==> src/common/checkerPkg.sv <==
// frame layout and reply rules assume node id 1 on a MOPS-Hub CANopen link; busId is 8 bits
package checkerPkg;

  localparam int frameW = 76;

  typedef logic [frameW-1:0] frame_t;

  // field widths, top of frame down
  localparam int cobW = 12;
  localparam int cmdW = 8;
  localparam int indexW = 16;
  localparam int subW = 8;
  localparam int dataW = 32;
  localparam int busIdW = 8;

  // field positions, built up from bit 0
  localparam int dataLsb = 0;
  localparam int dataMsb = dataLsb + dataW - 1;
  localparam int subLsb = dataMsb + 1;
  localparam int subMsb = subLsb + subW - 1;
  localparam int indexLsb = subMsb + 1;
  localparam int indexMsb = indexLsb + indexW - 1;
  localparam int cmdLsb = indexMsb + 1;
  localparam int cmdMsb = cmdLsb + cmdW - 1;
  localparam int cobLsb = cmdMsb + 1;
  localparam int cobMsb = cobLsb + cobW - 1;

  // bus id rides in the top byte of the data word
  localparam int busIdMsb = dataMsb;
  localparam int busIdLsb = dataMsb - busIdW + 1;

  typedef enum logic [2:0] {
    classNone,
    classNodeGuard,
    classSdoUpload,
    classSignIn,
    classTrim,
    classEcho
  } ruleClass_t;

  // request side
  localparam logic [cobW-1:0] cobNodeGuard = 12'h701;
  localparam logic [cobW-1:0] cobSdoRequest = 12'h601;
  localparam logic [cmdW-1:0] cmdUploadRequest = 8'h40;

  // reply side
  localparam logic [cobW-1:0] cobSdoReply = 12'h581;
  localparam logic [cmdW-1:0] cmdUploadReply = 8'h43;
  // node guard state goes in the command byte
  localparam logic [cmdW-1:0] nodeStateOperational = 8'h05;

  // oscillator trim request; the reply swaps in the bus id byte
  localparam frame_t trimPattern = 76'h555_aaaa_aaaa_aaaa_aaaa;

  // sign-in reads
  localparam logic [indexW-1:0] signInFirstIndex = 16'h2002;
  localparam logic [indexW-1:0] signInLastIndex = 16'h2004;
  localparam logic [subW-1:0] signInSubIndex = 8'h00;

  typedef struct packed {
    logic [indexW-1:0] objIndex;
    logic [subW-1:0] subIndex;
    logic [dataW-1:0] replyData;
  } sdoEntry_t;

  localparam int sdoTableSize = 12;

  // known object dictionary entries and their upload data
  localparam sdoEntry_t sdoTableEntries [sdoTableSize] = '{
    '{16'h1000, 8'h00, 32'h0000_0191},
    '{16'h1001, 8'h00, 32'h0000_0000},
    '{16'h1005, 8'h00, 32'h0000_0080},
    '{16'h1014, 8'h00, 32'h0000_0081},
    '{16'h1018, 8'h00, 32'h0000_0001},
    '{16'h1800, 8'h00, 32'h0000_0006},
    '{16'h1800, 8'h01, 32'h0000_0181},
    '{16'h1800, 8'h02, 32'h0000_00fe},
    '{16'h1801, 8'h00, 32'h0000_0006},
    '{16'h1801, 8'h01, 32'h0000_0281},
    '{16'h1801, 8'h02, 32'h0000_00fe},
    '{16'h2001, 8'h00, 32'h0000_0000}
  };

  localparam int countW = 16;

  // echo replies may change this many low bits freely
  localparam int echoIgnoreBits = 8;

endpackage

==> src/verilog/fourPhaseRx.sv <==
// req must be synchronous to clk and frame stable while req is high; one frame per handshake
`timescale 1ns/1ps

module fourPhaseRx
(
  input  logic               clk,
  input  logic               rst,
  input  logic               req,
  input  checkerPkg::frame_t frame,
  output logic               ack,
  output logic               latched,
  output checkerPkg::frame_t data
);

  logic accept;

  // new transfer only counts while ack is low
  assign accept = req && !ack;

  // ack is the state bit: low waits for req, high waits for req to drop
  always_ff @(posedge clk)
  begin
    if (!rst)
    begin
      ack <= 1'b0;
      latched <= 1'b0;
    end
    else
    begin
      latched <= accept;
      if (accept)
        ack <= 1'b1;
      else if (!req)
        ack <= 1'b0;
    end
  end

  // frame held until the next handshake
  always_ff @(posedge clk)
  begin
    if (accept)
      data <= frame;
  end

endmodule

==> src/verilog/requestDecoder.sv <==
// busId must be stable across a request and its response; one expectation held at a time
`timescale 1ns/1ps

module requestDecoder
(
  input  logic                            clk,
  input  logic                            rst,
  input  logic                            latched,
  input  checkerPkg::frame_t              request,
  input  logic [checkerPkg::busIdW-1:0]   busId,
  output checkerPkg::frame_t              expValue,
  output checkerPkg::frame_t              expMask,
  output checkerPkg::ruleClass_t          expClass
);

  localparam checkerPkg::frame_t echoMask =
    {{(checkerPkg::frameW - checkerPkg::echoIgnoreBits){1'b1}},
     {checkerPkg::echoIgnoreBits{1'b0}}};

  logic [checkerPkg::cobW-1:0] cob;
  logic [checkerPkg::cmdW-1:0] cmd;
  logic [checkerPkg::indexW-1:0] objIndex;
  logic [checkerPkg::subW-1:0] subIndex;
  logic [checkerPkg::busIdW-1:0] reqBusId;
  logic isUpload;
  logic isSignIn;
  logic tableHit;
  logic [checkerPkg::dataW-1:0] tableData;
  logic [checkerPkg::dataW-1:0] signInData;
  checkerPkg::frame_t sdoReply;
  checkerPkg::frame_t nextValue;
  checkerPkg::frame_t nextMask;
  checkerPkg::ruleClass_t nextClass;

  assign cob = request[checkerPkg::cobMsb:checkerPkg::cobLsb];
  assign cmd = request[checkerPkg::cmdMsb:checkerPkg::cmdLsb];
  assign objIndex = request[checkerPkg::indexMsb:checkerPkg::indexLsb];
  assign subIndex = request[checkerPkg::subMsb:checkerPkg::subLsb];
  assign reqBusId = request[checkerPkg::busIdMsb:checkerPkg::busIdLsb];

  assign isUpload = (cob == checkerPkg::cobSdoRequest) && (cmd == checkerPkg::cmdUploadRequest);

  assign isSignIn = isUpload
    && (objIndex >= checkerPkg::signInFirstIndex)
    && (objIndex <= checkerPkg::signInLastIndex)
    && (subIndex == checkerPkg::signInSubIndex)
    && (reqBusId == busId);

  // entries are unique, so at most one row hits
  always_comb
  begin
    tableHit = 1'b0;
    tableData = '0;
    for (int i = 0; i < checkerPkg::sdoTableSize; i++)
    begin
      if (objIndex == checkerPkg::sdoTableEntries[i].objIndex &&
          subIndex == checkerPkg::sdoTableEntries[i].subIndex)
      begin
        tableHit = 1'b1;
        tableData = checkerPkg::sdoTableEntries[i].replyData;
      end
    end
  end

  // low flag set for 0x2002 and 0x2003 only
  assign signInData = {busId, {(checkerPkg::dataW - checkerPkg::busIdW - 1){1'b0}},
                       objIndex != checkerPkg::signInLastIndex};

  // upload reply echoes index and subindex
  always_comb
  begin
    sdoReply = '0;
    sdoReply[checkerPkg::cobMsb:checkerPkg::cobLsb] = checkerPkg::cobSdoReply;
    sdoReply[checkerPkg::cmdMsb:checkerPkg::cmdLsb] = checkerPkg::cmdUploadReply;
    sdoReply[checkerPkg::indexMsb:checkerPkg::indexLsb] = objIndex;
    sdoReply[checkerPkg::subMsb:checkerPkg::subLsb] = subIndex;
    sdoReply[checkerPkg::dataMsb:checkerPkg::dataLsb] = isSignIn ? signInData : tableData;
  end

  // priority: trim, node guard, sign-in, table, echo
  always_comb
  begin
    nextClass = checkerPkg::classEcho;
    nextValue = request;
    nextMask = echoMask;
    if (request == checkerPkg::trimPattern)
    begin
      nextClass = checkerPkg::classTrim;
      nextValue[checkerPkg::busIdMsb:checkerPkg::busIdLsb] = busId;
      nextMask = '1;
    end
    else if (cob == checkerPkg::cobNodeGuard)
    begin
      nextClass = checkerPkg::classNodeGuard;
      nextValue = '0;
      nextValue[checkerPkg::cobMsb:checkerPkg::cobLsb] = checkerPkg::cobNodeGuard;
      nextValue[checkerPkg::cmdMsb:checkerPkg::cmdLsb] = checkerPkg::nodeStateOperational;
      nextMask = '0;
      nextMask[checkerPkg::cobMsb:checkerPkg::cobLsb] = '1;
      nextMask[checkerPkg::cmdMsb:checkerPkg::cmdLsb] = '1;
    end
    else if (isSignIn)
    begin
      nextClass = checkerPkg::classSignIn;
      nextValue = sdoReply;
      nextMask = '1;
    end
    else if (isUpload && tableHit)
    begin
      nextClass = checkerPkg::classSdoUpload;
      nextValue = sdoReply;
      nextMask = '1;
    end
  end

  always_ff @(posedge clk)
  begin
    if (!rst)
      expClass <= checkerPkg::classNone;
    else if (latched)
      expClass <= nextClass;
  end

  always_ff @(posedge clk)
  begin
    if (latched)
    begin
      expValue <= nextValue;
      expMask <= nextMask;
    end
  end

endmodule

==> src/verilog/responseMatcher.sv <==
// expectation is frozen the clock after the response strobe; strobes at least 2 cycles apart
`timescale 1ns/1ps

module responseMatcher
(
  input  logic                   clk,
  input  logic                   rst,
  input  logic                   latched,
  input  checkerPkg::frame_t     response,
  input  checkerPkg::frame_t     expValue,
  input  checkerPkg::frame_t     expMask,
  input  checkerPkg::ruleClass_t expClass,
  output logic                   matchValid,
  output logic                   matchGood,
  output checkerPkg::ruleClass_t matchClass
);

  logic pending;
  checkerPkg::frame_t diff;
  checkerPkg::ruleClass_t sampledClass;

  // stage one: capture masked difference, so a new request cannot disturb it
  always_ff @(posedge clk)
  begin
    if (latched)
    begin
      diff <= (response ^ expValue) & expMask;
      sampledClass <= expClass;
    end
  end

  always_ff @(posedge clk)
  begin
    if (!rst)
    begin
      pending <= 1'b0;
      matchValid <= 1'b0;
    end
    else
    begin
      pending <= latched;
      matchValid <= pending;
    end
  end

  // stage two: reduce the difference, orphans always fail
  always_ff @(posedge clk)
  begin
    if (pending)
    begin
      matchGood <= (sampledClass != checkerPkg::classNone) && (diff == '0);
      matchClass <= sampledClass;
    end
  end

endmodule

==> src/verilog/verdictCounter.sv <==
// counters saturate at all ones and clear only on reset
`timescale 1ns/1ps

module verdictCounter
(
  input  logic                          clk,
  input  logic                          rst,
  input  logic                          matchValid,
  input  logic                          matchGood,
  input  checkerPkg::ruleClass_t        matchClass,
  output logic                          verdictValid,
  output logic                          verdictGood,
  output checkerPkg::ruleClass_t        verdictClass,
  output logic [checkerPkg::countW-1:0] checkCount,
  output logic [checkerPkg::countW-1:0] failCount
);

  always_ff @(posedge clk)
  begin
    if (!rst)
    begin
      verdictValid <= 1'b0;
      checkCount <= '0;
      failCount <= '0;
    end
    else
    begin
      verdictValid <= matchValid;
      if (matchValid && checkCount != '1)
        checkCount <= checkCount + 1'b1;
      if (matchValid && !matchGood && failCount != '1)
        failCount <= failCount + 1'b1;
    end
  end

  always_ff @(posedge clk)
  begin
    if (matchValid)
    begin
      verdictGood <= matchGood;
      verdictClass <= matchClass;
    end
  end

endmodule

==> src/verilog/responseChecker.sv <==
// verdictValid pulses 3 cycles after rspAck rises; requests need ack 2 cycles ahead of rspAck
`timescale 1ns/1ps

module responseChecker
(
  input  logic                          clk,
  input  logic                          rst,
  input  logic [checkerPkg::busIdW-1:0] busId,
  input  logic                          reqReq,
  input  checkerPkg::frame_t            reqFrame,
  output logic                          reqAck,
  input  logic                          rspReq,
  input  checkerPkg::frame_t            rspFrame,
  output logic                          rspAck,
  output logic                          verdictValid,
  output logic                          verdictGood,
  output checkerPkg::ruleClass_t        verdictClass,
  output logic [checkerPkg::countW-1:0] checkCount,
  output logic [checkerPkg::countW-1:0] failCount
);

  logic reqLatched;
  checkerPkg::frame_t reqData;
  logic rspLatched;
  checkerPkg::frame_t rspData;
  checkerPkg::frame_t expValue;
  checkerPkg::frame_t expMask;
  checkerPkg::ruleClass_t expClass;
  logic matchValid;
  logic matchGood;
  checkerPkg::ruleClass_t matchClass;

  fourPhaseRx reqRx
  (
    .clk(clk),
    .rst(rst),
    .req(reqReq),
    .frame(reqFrame),
    .ack(reqAck),
    .latched(reqLatched),
    .data(reqData)
  );

  fourPhaseRx rspRx
  (
    .clk(clk),
    .rst(rst),
    .req(rspReq),
    .frame(rspFrame),
    .ack(rspAck),
    .latched(rspLatched),
    .data(rspData)
  );

  requestDecoder decoder
  (
    .clk(clk),
    .rst(rst),
    .latched(reqLatched),
    .request(reqData),
    .busId(busId),
    .expValue(expValue),
    .expMask(expMask),
    .expClass(expClass)
  );

  responseMatcher matcher
  (
    .clk(clk),
    .rst(rst),
    .latched(rspLatched),
    .response(rspData),
    .expValue(expValue),
    .expMask(expMask),
    .expClass(expClass),
    .matchValid(matchValid),
    .matchGood(matchGood),
    .matchClass(matchClass)
  );

  verdictCounter counter
  (
    .clk(clk),
    .rst(rst),
    .matchValid(matchValid),
    .matchGood(matchGood),
    .matchClass(matchClass),
    .verdictValid(verdictValid),
    .verdictGood(verdictGood),
    .verdictClass(verdictClass),
    .checkCount(checkCount),
    .failCount(failCount)
  );

endmodule

==> config.mk <==
export PLATFORM = sky130hd
export DESIGN_NAME = responseChecker
export DESIGN_NICKNAME = d
export VERILOG_FILES = /design/src/common/checkerPkg.sv /design/src/verilog/fourPhaseRx.sv /design/src/verilog/requestDecoder.sv /design/src/verilog/responseMatcher.sv /design/src/verilog/verdictCounter.sv /design/src/verilog/responseChecker.sv
export SDC_FILE = /design/constraint.sdc
export NUM_CORES = 1
export LEC_CHECK = 0
export BUFFER_PORTS_ARGS = -buffer_cell sky130_fd_sc_hd__buf_4
export CAP_MARGIN = 20
export CORE_MARGIN = 5
export CORE_UTILIZATION = 40
export DETAILED_ROUTE_END_ITERATION = 16
export PLACE_DENSITY = 0.7
export SETUP_SLACK_MARGIN = 0.05
export SYNTH_ARGS = -nofsm -noshare
export SYNTH_HDL_FRONTEND = slang
export SYNTH_SLANG_ARGS = --single-unit
==> constraint.sdc <==
create_clock -name clk -period 5.2 [get_ports clk]
set_clock_uncertainty 0.05 [all_clocks]
set_input_delay 0.52 -clock clk [delete_from_list [all_inputs] [get_ports clk]]
set_output_delay 0.52 -clock clk [all_outputs]
set_load 0.005 [all_outputs]
==> results.txt <==
- The number of clock buffers added by TritonCTS is 38.
- Final Slew Violations: 0
- Compound-Gate Fraction of Synth Area: under 10%
- Number of register bits inferred by synthesis: 359
* Number of hold-slack violations in the final timing report: 0
* Minimum setup slack among reg-to-reg paths: between 1.5 and 2 ns
* Mapped Area: about 0.014 mm2
- In the final timing run, aggregate negative setup slack is 0 ns.
- Via count of the first global-routing pass: 8873
* Cell taking the most area after synthesis: sky130_fd_sc_hd__edfxtp_1
- Path type of the worst setup path: flop to flop
* Most common library cell in the layout ignoring fill and taps: sky130_fd_sc_hd__edfxtp_1
- Post-synth ARST share: 0%
* Max-capacitance violation count: 0
- Top post-synthesis cells by area: sky130_fd_sc_hd__edfxtp_1 66%, sky130_fd_sc_hd__dfxtp_1 5.9%, sky130_fd_sc_hd__xor2_1 5.4%
- Commonest cells after routing, fill and taps aside: 317 x sky130_fd_sc_hd__edfxtp_1, 208 x sky130_fd_sc_hd__buf_4, 93 x sky130_fd_sc_hd__and2_1, 89 x sky130_fd_sc_hd__xor2_1, 48 x sky130_fd_sc_hd__nor2_1
* Number of warnings printed during yosys synthesis: 0
- The initial antenna violation count was 0.
* Placed wire-length estimate after detailed placement: ~26000 um
- Number of clock sinks seen by CTS: roughly 360
* Remaining antenna violation count: 0
* Count of flip-flops with a built-in enable after synthesis: roughly 320
* Total power: around 6300 uW
* Final RePlAce weighted congestion: 0.896
- Of the total synthesized cell area, the portion taken by AND, OR, NAND and NOR gates is between 10% and 20%.
- First-pass iteration count of the detailed router: 5
- Post-Synth Adder-Cell Area: less than 1%
* Highest clock rate: 300 MHz
- Minimum setup slack in the final design: approximately 1.9 ns
* Proportion of netlist area held by the largest area contributor: roughly two thirds
- Setup violations remaining at the end of the flow were counted as 0.
- Of the total synthesized cell area, the portion taken by XOR and XNOR cells is about 6.8%.
* Pre-CTS setup slack: roughly 1.9 ns
- In this run the static leakage power is 0.00624 uW.
* Total routing usage reported by global routing: ~17%
- Port buffering added ~200 buffers.
- Detail-routed via count per cell: slightly above 5
* Unrepaired setup endpoints after global routing: false
* Maximum root-to-sink buffer count: 3
* Hold Crit Class: input port to flop
- Synthesis produced a netlist whose cell count is approximately 960.
- Mean area per synthesized cell: 14.9 um2
- Top flip-flop cell by instance count after synthesis: sky130_fd_sc_hd__edfxtp_1
* Clock transition at path regs: 0.06 ns
- Worst hold slack: roughly 0.13 ns
- Areal power density over the cells: 359 mW/mm2
- Clock latency on the worst-skew pair: around 0.52 ns
- Row Count: 69
* Syn-to-layout area delta: 22.5%
* DIE HEIGHT: 199 um
- Initial cell density of the core: ~40%
- On the worst path, the slowest cell contributes a delay of about 0.71 ns.
- TritonCTS clock tree: yes
- At the pin with the least slew margin, the transition time is between 1 and 1.5 ns.
* Overflow left after global routing: 0
* Required time of the worst setup path: about 5.4 ns
* Die area: a little under 0.04 mm2
- Post-detailed-placement cell area: about 0.016 mm2
- Entering global routing, the biggest net connects 78 pins.
- Sequential cells were found to cover approximately 72% of the synthesized design area.
- Gates resized during post-CTS repair numbered 0.
- DRC errors left: 0
- Traced cell by cell, the critical path runs through or3_4 -> or4b_4 -> nor4b_2 -> a2111oi_1 -> o211ai_2 -> o2bb2ai_1.
- In the finished design, the share of the clock period the worst path needs comes to 64.1%.
- Floorplan Core Area: 0.0355 mm2
- Finished layout cell area: ~0.018 mm2
* Tightest slew margin relative to the limit: between 20% and 30%
* Sort of element at the end of the critical path: flop
* Wire length of the first global-routing pass: 52700 um
- Once the clock tree was built, the setup fixing pass inserted 0 buffers.
- Of the cells placed in the final design, the portion with a size suffix greater than 1 is between 20% and 30%.
- Width of the chip: between 150 and 200 um
- The worst-case IR drop observed on VDD is around 260 uV.
* Nets: between 1000 and 1500
- When the netlist entered floorplanning its net count stood at between 1000 and 1500.
* Detail-routed net length per standard cell: ~21 um
- By area, the combinational part of the netlist is dominated by simple AND/OR/NAND/NOR gates.
* Number of distinct library cell variants in the gate-level netlist after synthesis: a little over 70
* Sort of element at the start of the critical path: flop
- Number of top-level pins: slightly above 200
- The slowest stage of the critical path belongs to the cell sky130_fd_sc_hd__o211ai_2.
- Summing over every cut layer, the via total after detailed routing is around 8500.
* Count of hold buffers inserted by post-cts repair: 0
- Maximum level of the CTS H-tree: 2
- Data arrives at the worst endpoint at approximately 3.5 ns.
- Wires add up to 35000 um.
* Final period demand of the worst path: 3.33 ns
- Mux contribution to synthesized area: less than 1%
- The tree is rooted in a sky130_fd_sc_hd__clkbuf_16.
- Result of the run: complete, no violations
* Number of DRC markers in iteration 0: 534
- Highest fanout seen on the critical path: 14
- The repair_antennas step left the layout with diodes totalling 0.
-- kinds of logic after synthesis --
| family | after synthesis |
|---|---|
| multiplexers | 1 |
| AND/OR/NAND/NOR | 367 |
| adder cells (fa/ha/maj) | 2 |
| buffers and inverters | 57 |
| AO/OA/AOI/OAI | 65 |
| flip-flops | 359 |
| XOR/XNOR | 112 |
-- synth_stat cells, drive strengths merged (3+ instances only) --
cell type and number:
and4 5, buf 6, xnor2 23, or4 9, o2bb2ai 8, nand4 39, xor2 89, o21ai 16
and2 94, clkbuf 25, nor3 20, nand4b 4, nor4b 12, nand3 20, or3 7, a2111oi 3
and3 17, dfxtp 42, a211oi 4, nor4bb 6, nand2 31, o21ba 3, a21oi 9, inv 26
edfxtp 317, nor2 48, nor4 34, o21a 3, nor2b 4, or2 5, o211ai 4
-- per-stage QoR --
| stage | utilization [%] | cells |
|---|---|---|
| finish | 49.6 | 1670 |
| global route | 49.6 | 1670 |
| CTS | 49.6 | 1670 |
| detailed placement | 46.1 | 1601 |
| global placement | 46.1 | 1601 |
| floorplan | - | 963 |
-- path summary, 6_finish.rpt --
| path | start | endpoint | cells after the start |
|---|---|---|---|
| setup / recovery | reqRx.data[45]$_DFFE_PP_ | decoder.expValue[28]$_DFFE_PP_ | 6 |
| hold / removal | reqFrame[9] | reqRx.data[9]$_DFFE_PP_ | 1 |
| setup reg to reg | reqRx.data[45]$_DFFE_PP_ | decoder.expValue[28]$_DFFE_PP_ | 6 |
| hold reg to reg | matcher.matchClass[2]$_DFFE_PP_ | counter.verdictClass[2]$_DFFE_PP_ | 0 |
-- flip-flops by register name, summed over array words and instances, names as in the netlist --
| name | count |
|---|---|
| counter.checkCount | 16 |
| counter.failCount | 16 |
| counter.verdictClass | 3 |
| counter.verdictGood | 1 |
| counter.verdictValid | 1 |
| decoder.expClass | 3 |
| decoder.expMask | 2 |
| decoder.expValue | 76 |
| matcher.diff | 76 |
| matcher.matchClass | 3 |
| matcher.matchGood | 1 |
| matcher.matchValid | 1 |
| matcher.pending | 1 |
| matcher.sampledClass | 3 |
| reqRx.ack | 1 |
| reqRx.data | 76 |
| reqRx.latched | 1 |
| rspRx.ack | 1 |
| rspRx.data | 76 |
| rspRx.latched | 1 |
-- area by class of cell --
class | count | area [um2]
repair buffers | 208 | 1560
inverters | 26 | 97.6
fillers | 2993 | 17900
clock inverters | 18 | 179
well taps | 461 | 577
flip-flops and latches | 359 | 10400
clock buffers | 51 | 1040
multi-input cells | 547 | 3760
-- critical path: cells and delay by family, from the launching register on --
| kind | cells | cell delay (ns) |
|---|---|---|
| AOI/OAI and AO/OA | 3 | 1.08 |
| DFF | 1 | 0.47 |
| and+or+nand+nor | 3 | 1.45 |
-- power breakdown --
part | internal (uW) | switching [uW]
Clock | 1570 | 1080
Combinational | 146 | 137
Sequential | 3290 | 94.1
-- layer usage --
metal	up-vias	global-route usage (%)	share of wire [%]
met3	42	3.39	6.1
met2	285	28.3	48
li1	4044	-	-
met5	-	0	0
met4	0	4.33	2.0
met1	4169	24.5	44
Note: power is estimated with default switching activity, not from simulation.
